$ cat src/logic/ntps_defines.svh
// NTPS interface constants
`ifndef NTPS_DEFINES_SVH
`define NTPS_DEFINES_SVH

// --------------------
// Sizes
// --------------------
`define NTPS_NUM_PORTS 4
`define NTPS_ADDR_W 32
`define NTPS_DATA_W 32

// Address split, 512 byte window per port
`define NTPS_WIN_LSB 9
`define NTPS_WIN_W 3
`define NTPS_OFS_W 7

// --------------------
// Register map
// --------------------
`define NTPS_REG_GEN_CONFIG 0
`define NTPS_REG_STATUS 1
`define NTPS_REG_SCRATCH 2

// Fields of the general config word
`define NTPS_CLK_SEL_BIT 24
`define NTPS_XPHY_CFG_MSB 31
`define NTPS_XPHY_CFG_LSB 29

`endif
$ cat src/logic/ntps_pkg.sv
// NTPS interface types
`include "ntps_defines.svh"

package ntps_pkg;

  // --------------------
  // Bus vectors
  // --------------------
  typedef logic [`NTPS_ADDR_W-1:0]   addr_t;
  typedef logic [`NTPS_DATA_W-1:0]   data_t;
  typedef logic [`NTPS_DATA_W/8-1:0] strb_t;
  typedef logic [1:0]                resp_t;

  localparam resp_t RESP_OKAY   = 2'b00;
  localparam resp_t RESP_SLVERR = 2'b10;

  // Window index and word offset within a window
  typedef logic [`NTPS_WIN_W-1:0] win_t;
  typedef logic [`NTPS_OFS_W-1:0] ofs_t;

  // --------------------
  // Port side vectors
  // --------------------
  typedef logic [63:0] ntp_time_t;
  typedef logic [4:0]  xphy_status_t;
  typedef logic [`NTPS_XPHY_CFG_MSB-`NTPS_XPHY_CFG_LSB:0] xphy_config_t;

  // One NTP clock source as seen by the select
  typedef struct packed {
    ntp_time_t time_val;
    logic      upd;
    logic      sync_ok;
  } ntp_src_t;

  // Single-cycle request from the front end to one bank
  typedef struct packed {
    logic  wr;
    logic  rd;
    ofs_t  ofs;
    data_t wdata;
    strb_t wstrb;
  } reg_req_t;

  typedef enum logic [1:0] {
    ST_IDLE,
    ST_WRESP,
    ST_RRESP
  } bus_state_t;

endpackage

$ cat src/logic/ntps_interfaces.sv
// NTPS control interfaces top
`timescale 1ns/1ps
`include "ntps_defines.svh"

module ntps_interfaces (
  input  logic                   axi_aclk,
  input  logic                   rst,

  // AXI4-Lite slave port
  input  ntps_pkg::addr_t        awaddr,
  input  logic                   awvalid,
  output logic                   awready,
  input  ntps_pkg::data_t        wdata,
  input  ntps_pkg::strb_t        wstrb,
  input  logic                   wvalid,
  output logic                   wready,
  output ntps_pkg::resp_t        bresp,
  output logic                   bvalid,
  input  logic                   bready,
  input  ntps_pkg::addr_t        araddr,
  input  logic                   arvalid,
  output logic                   arready,
  output ntps_pkg::data_t        rdata,
  output ntps_pkg::resp_t        rresp,
  output logic                   rvalid,
  input  logic                   rready,

  // NTP clock sources and selected time
  input  ntps_pkg::ntp_src_t     ntp_a,
  input  ntps_pkg::ntp_src_t     ntp_b,
  output ntps_pkg::ntp_time_t    ntp_time,
  output logic                   ntp_sync_ok,

  // PHY status in, config out, one per port
  input  ntps_pkg::xphy_status_t xphy_status [`NTPS_NUM_PORTS],
  output ntps_pkg::xphy_config_t xphy_config [`NTPS_NUM_PORTS]
);

  ntps_pkg::reg_req_t req        [`NTPS_NUM_PORTS];
  ntps_pkg::data_t    rd_data    [`NTPS_NUM_PORTS];
  ntps_pkg::data_t    gen_config [`NTPS_NUM_PORTS];

  // --------------------
  // Bus front end
  // --------------------
  axi_lite_slave_if axi_lite_slave_if_inst (
    .axi_aclk (axi_aclk),
    .rst      (rst),
    .awaddr   (awaddr),
    .awvalid  (awvalid),
    .awready  (awready),
    .wdata    (wdata),
    .wstrb    (wstrb),
    .wvalid   (wvalid),
    .wready   (wready),
    .bresp    (bresp),
    .bvalid   (bvalid),
    .bready   (bready),
    .araddr   (araddr),
    .arvalid  (arvalid),
    .arready  (arready),
    .rdata    (rdata),
    .rresp    (rresp),
    .rvalid   (rvalid),
    .rready   (rready),
    .req      (req),
    .rd_data  (rd_data)
  );

  // --------------------
  // Per port banks
  // --------------------
  for (genvar p = 0; p < `NTPS_NUM_PORTS; p++) begin : g_port
    network_path_regs network_path_regs_inst (
      .axi_aclk    (axi_aclk),
      .rst         (rst),
      .req         (req[p]),
      .xphy_status (xphy_status[p]),
      .ntp_sync_ok (ntp_sync_ok),
      .rd_data     (rd_data[p]),
      .gen_config  (gen_config[p]),
      .xphy_config (xphy_config[p])
    );
  end

  // Port 0 config steers the shared clock
  ntp_clock_select ntp_clock_select_inst (
    .axi_aclk    (axi_aclk),
    .rst         (rst),
    .select      (gen_config[0][`NTPS_CLK_SEL_BIT]),
    .ntp_a       (ntp_a),
    .ntp_b       (ntp_b),
    .ntp_time    (ntp_time),
    .ntp_sync_ok (ntp_sync_ok)
  );

endmodule

$ cat src/logic/ntp_clock_select.sv
// Common NTP clock select
`timescale 1ns/1ps

module ntp_clock_select (
  input  logic                axi_aclk,
  input  logic                rst,
  // Zero picks source A, one picks source B
  input  logic                select,
  input  ntps_pkg::ntp_src_t  ntp_a,
  input  ntps_pkg::ntp_src_t  ntp_b,
  output ntps_pkg::ntp_time_t ntp_time,
  output logic                ntp_sync_ok
);

  ntps_pkg::ntp_src_t  src;
  ntps_pkg::ntp_time_t time_q;
  logic                sync_ok_q;

  // --------------------
  // Source mux
  // --------------------
  assign src = select ? ntp_b : ntp_a;

  // --------------------
  // Output registers
  // --------------------
  // Time only moves on the chosen clock's update strobe,
  // the other source's strobes have no effect
  always_ff @(posedge axi_aclk) begin
    if (rst) begin
      time_q    <= '0;
      sync_ok_q <= 1'b0;
    end else begin
      if (src.upd) begin
        time_q <= src.time_val;
      end
      sync_ok_q <= src.sync_ok;
    end
  end

  assign ntp_time    = time_q;
  assign ntp_sync_ok = sync_ok_q;

endmodule

$ cat src/logic/network_path_regs.sv
// Network path register bank
`timescale 1ns/1ps
`include "ntps_defines.svh"

module network_path_regs (
  input  logic                   axi_aclk,
  input  logic                   rst,
  input  ntps_pkg::reg_req_t     req,
  input  ntps_pkg::xphy_status_t xphy_status,
  input  logic                   ntp_sync_ok,
  output ntps_pkg::data_t        rd_data,
  output ntps_pkg::data_t        gen_config,
  output ntps_pkg::xphy_config_t xphy_config
);

  ntps_pkg::data_t        gen_config_q;
  ntps_pkg::data_t        scratch_q;
  ntps_pkg::xphy_config_t xphy_config_q;
  ntps_pkg::data_t        status_word;
  ntps_pkg::data_t        read_word;

  // Merge the strobed byte lanes of new into old
  function automatic ntps_pkg::data_t apply_strb(
    input ntps_pkg::data_t old_word,
    input ntps_pkg::data_t new_word,
    input ntps_pkg::strb_t strb
  );
    ntps_pkg::data_t merged;
    merged = old_word;
    for (int b = 0; b < `NTPS_DATA_W / 8; b++) begin
      if (strb[b]) begin
        merged[8*b +: 8] = new_word[8*b +: 8];
      end
    end
    return merged;
  endfunction

  // --------------------
  // Writable registers
  // --------------------
  always_ff @(posedge axi_aclk) begin
    if (rst) begin
      gen_config_q  <= '0;
      scratch_q     <= '0;
      xphy_config_q <= '0;
    end else begin
      if (req.wr) begin
        case (req.ofs)
          ntps_pkg::ofs_t'(`NTPS_REG_GEN_CONFIG):
            gen_config_q <= apply_strb(gen_config_q, req.wdata, req.wstrb);
          ntps_pkg::ofs_t'(`NTPS_REG_SCRATCH):
            scratch_q <= apply_strb(scratch_q, req.wdata, req.wstrb);
          default: ;
        endcase
      end
      // PHY config trails gen_config by one cycle
      xphy_config_q <= gen_config_q[`NTPS_XPHY_CFG_MSB:`NTPS_XPHY_CFG_LSB];
    end
  end

  // --------------------
  // Read side
  // --------------------
  always_comb begin
    status_word      = '0;
    status_word[8]   = ntp_sync_ok;
    status_word[4:0] = xphy_status;
  end

  always_comb begin
    case (req.ofs)
      ntps_pkg::ofs_t'(`NTPS_REG_GEN_CONFIG): read_word = gen_config_q;
      ntps_pkg::ofs_t'(`NTPS_REG_STATUS):     read_word = status_word;
      ntps_pkg::ofs_t'(`NTPS_REG_SCRATCH):    read_word = scratch_q;
      default:                                read_word = '0;
    endcase
  end

  // Quiet unless addressed, the front end ORs all banks
  assign rd_data     = req.rd ? read_word : '0;
  assign gen_config  = gen_config_q;
  assign xphy_config = xphy_config_q;

endmodule

$ cat src/logic/axi_lite_slave_if.sv
// AXI4-Lite register front end
`timescale 1ns/1ps
`include "ntps_defines.svh"

module axi_lite_slave_if (
  input  logic               axi_aclk,
  input  logic               rst,

  // Write address and data channels
  input  ntps_pkg::addr_t    awaddr,
  input  logic               awvalid,
  output logic               awready,
  input  ntps_pkg::data_t    wdata,
  input  ntps_pkg::strb_t    wstrb,
  input  logic               wvalid,
  output logic               wready,

  // Write response
  output ntps_pkg::resp_t    bresp,
  output logic               bvalid,
  input  logic               bready,

  // Read address and data
  input  ntps_pkg::addr_t    araddr,
  input  logic               arvalid,
  output logic               arready,
  output ntps_pkg::data_t    rdata,
  output ntps_pkg::resp_t    rresp,
  output logic               rvalid,
  input  logic               rready,

  // Register banks
  output ntps_pkg::reg_req_t req     [`NTPS_NUM_PORTS],
  input  ntps_pkg::data_t    rd_data [`NTPS_NUM_PORTS]
);

  // Word offset starts right above the byte lanes
  localparam int OFS_LSB = `NTPS_WIN_LSB - `NTPS_OFS_W;

  ntps_pkg::bus_state_t state_q;

  logic                 wr_accept;
  logic                 rd_accept;

  ntps_pkg::win_t       aw_win;
  ntps_pkg::win_t       ar_win;
  ntps_pkg::ofs_t       aw_ofs;
  ntps_pkg::ofs_t       ar_ofs;
  logic                 aw_mapped;
  logic                 ar_mapped;

  ntps_pkg::data_t      rd_word;
  ntps_pkg::data_t      rdata_q;
  ntps_pkg::resp_t      bresp_q;
  ntps_pkg::resp_t      rresp_q;

  // --------------------
  // Handshake
  // --------------------
  // Write takes priority on a tie
  assign wr_accept = (state_q == ntps_pkg::ST_IDLE) && awvalid && wvalid;
  assign rd_accept = (state_q == ntps_pkg::ST_IDLE) && arvalid && !wr_accept;

  assign awready = wr_accept;
  assign wready  = wr_accept;
  assign arready = rd_accept;

  assign bvalid = (state_q == ntps_pkg::ST_WRESP);
  assign rvalid = (state_q == ntps_pkg::ST_RRESP);
  assign bresp  = bresp_q;
  assign rresp  = rresp_q;
  assign rdata  = rdata_q;

  // --------------------
  // Address decode
  // --------------------
  assign aw_win = awaddr[`NTPS_WIN_LSB +: `NTPS_WIN_W];
  assign ar_win = araddr[`NTPS_WIN_LSB +: `NTPS_WIN_W];
  assign aw_ofs = awaddr[OFS_LSB +: `NTPS_OFS_W];
  assign ar_ofs = araddr[OFS_LSB +: `NTPS_OFS_W];

  // Windows past the last port have no bank behind them
  assign aw_mapped = (int'(aw_win) < `NTPS_NUM_PORTS);
  assign ar_mapped = (int'(ar_win) < `NTPS_NUM_PORTS);

  always_comb begin
    for (int i = 0; i < `NTPS_NUM_PORTS; i++) begin
      req[i].wr    = wr_accept && (int'(aw_win) == i);
      req[i].rd    = rd_accept && (int'(ar_win) == i);
      req[i].ofs   = wr_accept ? aw_ofs : ar_ofs;
      req[i].wdata = wdata;
      req[i].wstrb = wstrb;
    end
  end

  // Banks return zero unless their rd bit is set, so OR is the mux
  always_comb begin
    rd_word = '0;
    for (int i = 0; i < `NTPS_NUM_PORTS; i++) begin
      rd_word = rd_word | rd_data[i];
    end
  end

  // --------------------
  // Transaction FSM
  // --------------------
  always_ff @(posedge axi_aclk) begin
    if (rst) begin
      state_q <= ntps_pkg::ST_IDLE;
    end else begin
      case (state_q)
        ntps_pkg::ST_IDLE: begin
          if (wr_accept) begin
            state_q <= ntps_pkg::ST_WRESP;
          end else if (rd_accept) begin
            state_q <= ntps_pkg::ST_RRESP;
          end
        end
        ntps_pkg::ST_WRESP: begin
          if (bready) begin
            state_q <= ntps_pkg::ST_IDLE;
          end
        end
        ntps_pkg::ST_RRESP: begin
          if (rready) begin
            state_q <= ntps_pkg::ST_IDLE;
          end
        end
        default: state_q <= ntps_pkg::ST_IDLE;
      endcase
    end
  end

  // Response payload, held until the master takes it
  always_ff @(posedge axi_aclk) begin
    if (wr_accept) begin
      bresp_q <= aw_mapped ? ntps_pkg::RESP_OKAY : ntps_pkg::RESP_SLVERR;
    end
    if (rd_accept) begin
      rresp_q <= ar_mapped ? ntps_pkg::RESP_OKAY : ntps_pkg::RESP_SLVERR;
      rdata_q <= rd_word;
    end
  end

endmodule

$ cat config.mk
export PLATFORM = sky130hd
export DESIGN_NAME = ntps_interfaces
export DESIGN_NICKNAME = d
export VERILOG_FILES = /design/src/logic/ntps_pkg.sv /design/src/logic/ntps_interfaces.sv /design/src/logic/ntp_clock_select.sv /design/src/logic/network_path_regs.sv /design/src/logic/axi_lite_slave_if.sv
export VERILOG_INCLUDE_DIRS = /design/src /design/src/logic
export SDC_FILE = /design/constraint.sdc
export NUM_CORES = 1
export LEC_CHECK = 0
export ABC_AREA = 1
export BUFFER_PORTS_ARGS = -buffer_cell sky130_fd_sc_hd__buf_2
export CAP_MARGIN = 10
export CORE_UTILIZATION = 43
export DETAILED_ROUTE_END_ITERATION = 6
export PLACE_DENSITY = 0.66
export SLEW_MARGIN = 20
export SYNTH_ARGS = -nofsm -noshare
export SYNTH_HDL_FRONTEND = slang
export SYNTH_SLANG_ARGS = --single-unit
$ cat constraint.sdc
create_clock -name axi_aclk -period 2.4 [get_ports axi_aclk]
set_input_delay 0.12 -clock axi_aclk [delete_from_list [all_inputs] [get_ports axi_aclk]]
set_output_delay 0.12 -clock axi_aclk [all_outputs]
set_load 0.03 [all_outputs]
### Word-level counts from Yosys, hierarchy flattened

Index checks and enable logic that the tools add are counted.

| operators by class | value |
|---|---|
| bitwise logic cells | 3 |
| muxes and demuxes | 17 |
| reduce and logical (&&, ||, !) cells | 50 |
| eq/ne operators | 13 |
| order comparisons | 2 |

Operator list:

| cell | count |
|---|---|
| 32-bit case mux with 3 select lines | 4 |
| 32-bit 2-to-1 mux | 4 |
| 3-bit AND reduction | 33 |
| 32-bit OR | 3 |
| 66-bit 2-to-1 mux | 1 |
| 3-bit equality test, second input constant | 4 |
| 1-bit logical AND | 12 |
| 2-bit 2-to-1 mux | 6 |
| 7-bit by 1-bit equality test with 1-bit output, second input constant | 1 |
| 7-bit by 2-bit equality test with 1-bit output, second input constant | 1 |
| 7-bit zero test | 1 |
| 7-bit 2-to-1 mux | 1 |
| 3-bit by 2-bit equality test with 1-bit output, second input constant | 2 |
| 3-bit zero test | 2 |
| 3-bit less-than comparator, second input constant | 2 |
| 2-bit case mux with 3 select lines | 1 |
| 2-bit by 1-bit != test with 1-bit output, second input constant | 2 |
| 3-bit by 1-bit != test with 1-bit output, second input constant | 1 |
| 2-bit by 1-bit equality test with 1-bit output, second input constant | 1 |
| 2-bit equality test, second input constant | 1 |
| 2-bit zero test | 1 |
| 1-bit zero test | 1 |

| storage, ports and cells | value |
|---|---|
| word-level logic and storage cells | 127 |
| flip-flop bits (word level) | 371 |
| output and inout port bits | 118 |

### Depth between registers and ports, before layout

| depth | value |
|---|---|
| word-level depth | 10 |
| depth in mapped cells | 14 |
| gate-level depth less buffers | 12 |

### Hierarchy

Synthesis repeated with hierarchy kept, for this count alone.

| unflattened totals | value |
|---|---|
| cell total of the unflattened synthesis | 3,485 |
| area, all modules | 21,408.0 µm² |

Modules (own cells, without submodules):

| module | cells each | area each (µm²) | seq. area each (µm²) | instances |
|---|---|---|---|---|
| network_path_regs | 625 | 3,712.3 | 1,341.3 | 4 |
| ntp_clock_select | 628 | 3,590.9 | 1,301.2 | 1 |
| axi_lite_slave_if | 357 | 2,967.8 | 1,061.0 | 1 |

### Least setup slack after synthesis

OpenSTA, ideal clock, no wires.

| path | value |
|---|---|
| path type | flip-flop to flip-flop |
| start point | register axi_lite_slave_if_inst.state_q[1] |
| end point | register axi_lite_slave_if_inst.rdata_q[0] (netlist: axi_lite_slave_if_inst.rdata[0]) (enable) |
| clock period less this slack | 1,959 ps |
| slack | 441 ps |
| library setup time | 396 ps |
| stages on the path, launching flop included | 4 |
| data arrival time | 1,563 ps |
| cells stage by stage | dfxtp_1 -> nor2_4 -> nand3_1 -> inv_1 |

| on the way | value |
|---|---|
| word-level cells in the longest chain between the ends | 5 |
| elaborated cells between the ends (all ways) | 6 |
| those cells by class | reduce/logical: 6 |

Ends and longest elaborated chain:

| what | line | text |
|---|---|---|
| from (decl) | axi_lite_slave_if.sv:40 | `ntps_pkg::bus_state_t state_q;` |
| from (signal assigned) | axi_lite_slave_if.sv:109 | `state_q <= ntps_pkg::ST_IDLE;` |
| from (signal assigned) | axi_lite_slave_if.sv:114 | `state_q <= ntps_pkg::ST_WRESP;` |
| from (signal assigned) | axi_lite_slave_if.sv:116 | `state_q <= ntps_pkg::ST_RRESP;` |
| 2-bit zero test (*) | axi_lite_slave_if.sv:61, axi_lite_slave_if.sv:62 |  |
| 1-bit logical AND (2 in a row) | axi_lite_slave_if.sv:61 | `assign wr_accept = (state_q == ntps_pkg::ST_IDLE) && awvalid && wvalid;` |
| 1-bit zero test | axi_lite_slave_if.sv:62 | `assign rd_accept = (state_q == ntps_pkg::ST_IDLE) && arvalid && !wr_accept;` |
| 1-bit logical AND (*) | axi_lite_slave_if.sv:62 |  |
| via arready | ntps_interfaces.sv:22 | `output logic arready,` |
| to (signal assigned) | axi_lite_slave_if.sv:141 | `rdata_q <= rd_word;` |
| to (decl) | axi_lite_slave_if.sv:53 | `ntps_pkg::data_t rdata_q;` |

Mark *: on every way through the listed nets, which the timed path passes. The rest lies on a longest branch.
A chain may end at the register's enable or synchronous reset.

### Worst setup path in the final report

| path | value |
|---|---|
| start point | register axi_lite_slave_if_inst.state_q[1] |
| end point | output port arready |

| on the way | value |
|---|---|
| word-level cells in the longest chain between the ends | 5 |
| elaborated cells between the ends (all ways) | 6 |
| those cells by class | reduce/logical: 6 |

Ends and longest elaborated chain:

| what | line |
|---|---|
| 2-bit zero test (*) | axi_lite_slave_if.sv:61, axi_lite_slave_if.sv:62 |
| 1-bit logical AND (2 in a row) | axi_lite_slave_if.sv:61 |
| 1-bit zero test | axi_lite_slave_if.sv:62 |
| 1-bit logical AND (*) | axi_lite_slave_if.sv:62 |
| to (decl) | ntps_interfaces.sv:22 |

Mark *: on every way between the ends. The rest lies on a longest branch, timed or not.

==> impl_metrics.py <==
metrics = {
    "status": {
        "status": "complete, no violations",
    },
    "floorplanning": {
        "core_sq_um": 37900,
        "die-area_sq_um": 39600,
        "rows": 71,
        "ios": 377,
        "die-width_um": 199,
        "floorplan.initialDensity_pct": 44.0,
        "die_height_um": 199,
    },
    "drt": {
        "routedWlPerCell_um": 16.3,
        "vias": 17175,
        "drcViolationCount": 0,
        "drt_iter0_markers": 1219,
        "drt_wl_total_um": 53300,
        "ant_nets": 0,
        "via_per_inst": 5.25,
        "dr.pass1.iters": 5,
    },
    "cts": {
        "h-tree-depth": 2,
        "clockBufferDepth": 3,
        "clock_latency_ns": 0.55,
        "ctsRootBufferMaster": "clkbuf_16",
        "numCtsBuffers": 42,
        "clock_sinks": 369,
        "path_clk_slew_ns": 0.05,
        "cts_tree": "built",
    },
    "setup_path": {
        "cp_max_fo": 7,
        "critPathTopFamily": "buffers and inverters",
        "path_class": "register to output port",
        "arrival_ns": 2.16,
        "cp.buffers_inverters": 4,
        "max_stage_delay_ns": 0.35,
        "end_kind": "output port",
        "start_kind": "register",
        "path_cells": "nor2_4 > nand3_1 > buf_4 > clkinv_1 > buf_4 > buf_2",
        "cp.required_ns": 2.28,
        "path_common_cell": "buf_4",
        "slowest_stage": "dfxtp_1",
    },
    "final_layout": {
        "fin_nets": 2983,
        "nFillCells": 3522,
        "drive_gt1_share_pct": 18.4,
        "syn2layout_area_growth_pct": 31.2,
    },
    "placed_design": {
        "dpl.hpwl_um": 33600,
        "finalWeightedCongestion": 0.874,
        "port_buffers": 330,
        "dp_slack_ns": 0.0310,
    },
    "global_route": {
        "grt_pass1_wl_um": 84000,
        "grt_antenna_before_repair": 3,
        "grt_max_degree": 82,
        "grt_pass1_vias": 16233,
        "grtUsageTotal_pct": 26.4,
        "overflow": 0,
    },
    "yosys": {
        "async_flop_share_pct": 0,
        "avgSynthCellArea_sq_um": 7.25,
        "yosysTopAreaCell": "dfxtp_1",
        "syn_inst": 2301,
        "synth.most_common_cell": "nand2_1",
        "synth.distinct_cells": 32,
        "yosysTopAreaCellShare_pct": 40.2,
        "synth_seq_cells": 369,
        "synthFlopType": "dfxtp_1",
        "synth.yosys.warnings": 0,
        "ys_seq_area_share_pct": 46.3,
        "synth_area_sq_um": 16700,
        "yosys-top-cells-area": "dfxtp_1, nand2_1, nand3_1",
        "synth_commonest_cells": "nand2_1, dfxtp_1, nand3_1, a21oi_1, nor2_1",
        "synth_edf_count": 34,
    },
    "flow_run": {
        "maxCapViolCount": 0,
    },
    "sta": {
        "period_needed_ns": 2.28,
        "timing.slew.headroom_pct": 54.8,
        "finalHoldViolCount": 0,
        "finClkSkew_ns": 0.0228,
        "finalSetupViolCount": 0,
        "worst_pin_slew_ns": 0.678,
        "layout_setup_ws_ns": 0.123,
        "finalSetupTns_ns": 0,
        "max_freq_ghz": 0.439,
        "rsz0062_at_grt": "false",
        "slew_violations": 0,
        "post-route-period-util_pct": 94.9,
    },
    "pwr": {
        "p_per_area_nw_per_um2": 629,
        "ir_drop_mv": 0.568,
        "p_leak_nw": 8.52,
    },
    "worst_hold_path": {
        "hp-class": "primary input to register",
    },
}
[placed cells by master, fill, tap and decap left out, types with 8 or more instances in the layout]
cell and instances:
buf_4 54, nor2_2 12, clkinv_2 8, nor2_1 207
nand2_1 548, o21ai_0 80, clkbuf_16 43, a311oi_1 64
o21bai_1 54, a22oi_1 26, clkbuf_1 16, nand2_2 20
nand3_1 276, edfxtp_1 34, dlygate4sd3_1 168, buf_12 17
inv_1 161, buf_2 329, dfxtp_1 334, a21oi_1 267
[per-stage QoR]
stage | std cells | util [%] | hold WS, ns | instance area, sq um | power, mW
CTS | 3264 | 57.6 | 0.0120 | 21900 | 13.9
global route | 3268 | 57.7 | 0.0379 | 21900 | 14.2
detailed placement | 3022 | 49.9 | 0.314 | 18900 | 7.63
finish | 3269 | 57.7 | 0.0333 | 21900 | 13.8
global placement | 3022 | 49.9 | 0.313 | 18900 | 7.61
floorplan | 2302 | - | 0.219 | 16700 | 7.17
[layout make-up]
cell class	count	area [sq um]	share of cell area (%)
sequential	369	7730	35.3
multi-input combinational	1575	7530	34.4
timing repair buffer	569	4090	18.7
clock buffer	62	1180	5.38
tap	511	639	2.92
inverter	167	638	2.91
clock inverter	12	85.1	0.389
antenna	4	10.0	0.0457
[power by group]
part           leakage [nW]  total [mW]  switching, mW  internal, mW
sequential             3.05        6.38         0.0502          6.33
clock                 0.621        6.02           2.53          3.49
combinational          4.85        1.38          0.824         0.557
[logic make-up after synthesis]
family | after synthesis | synth area share (%)
flops | 369 | 46.3
other cells | 1 | 0.0225
compound gates | 491 | 17.4
simple gates | 1082 | 27.5
buf+inv | 358 | 8.82
[sequential cells by signal, summed over array words and instances (netlist names)]
name,flops
axi_lite_slave_if_inst.rresp,1
axi_lite_slave_if_inst.rdata,32
g_port.network_path_regs_inst.gen_config,128
g_port.network_path_regs_inst.xphy_config,12
axi_lite_slave_if_inst.bresp,1
g_port.network_path_regs_inst.scratch_q,128
ntp_clock_select_inst.ntp_time,64
ntp_clock_select_inst.ntp_sync_ok,1
axi_lite_slave_if_inst.state_q,2
[layer usage]
| metal | global-route usage, % | wire length [um] | up-vias |
|---|---|---|---|
| met1 | 34.0 | 23000 | 7947 |
| met3 | 4.09 | 3290 | 148 |
| li1 | - | - | 8442 |
| met4 | 11.0 | 2020 | 0 |
| met2 | 44.0 | 24900 | 638 |
| met5 | 0 | 0 | - |
[path summary, 6_finish.rpt]
| check | endpoint | slack [ns] | cells after the start | from |
|---|---|---|---|---|
| max | arready | 0.12 | 6 | axi_lite_slave_if_inst.state_q[1] |
| min | axi_lite_slave_if_inst.rdata[4] | 0.03 | 5 | xphy_status[4] |
| max reg2reg | ntp_clock_select_inst.ntp_time[49] | 0.17 | 5 | g_port[0].network_path_regs_inst.gen_config[24] |
| min reg2reg | g_port[0].network_path_regs_inst.xphy_config[1] | 0.44 | 2 | g_port[0].network_path_regs_inst.gen_config[30] |
[worst register-to-register path, stage by stage (launching register included)]
cell and delay, ns:
dfxtp_2 0.35, inv_2 0.06, buf_4 0.52, nand2_1 0.24, a311oi_1 0.39, dlygate4sd3_1 0.59
[repair_timing]
action,4_1_cts,5_1_grt
endpoints found under the hold margin,330,0
hold buffers,168,0
setup endpoints to repair,0,34
buffers inserted,0,1
gates resized for setup,0,7
Power figures use the tool's default switching activity.
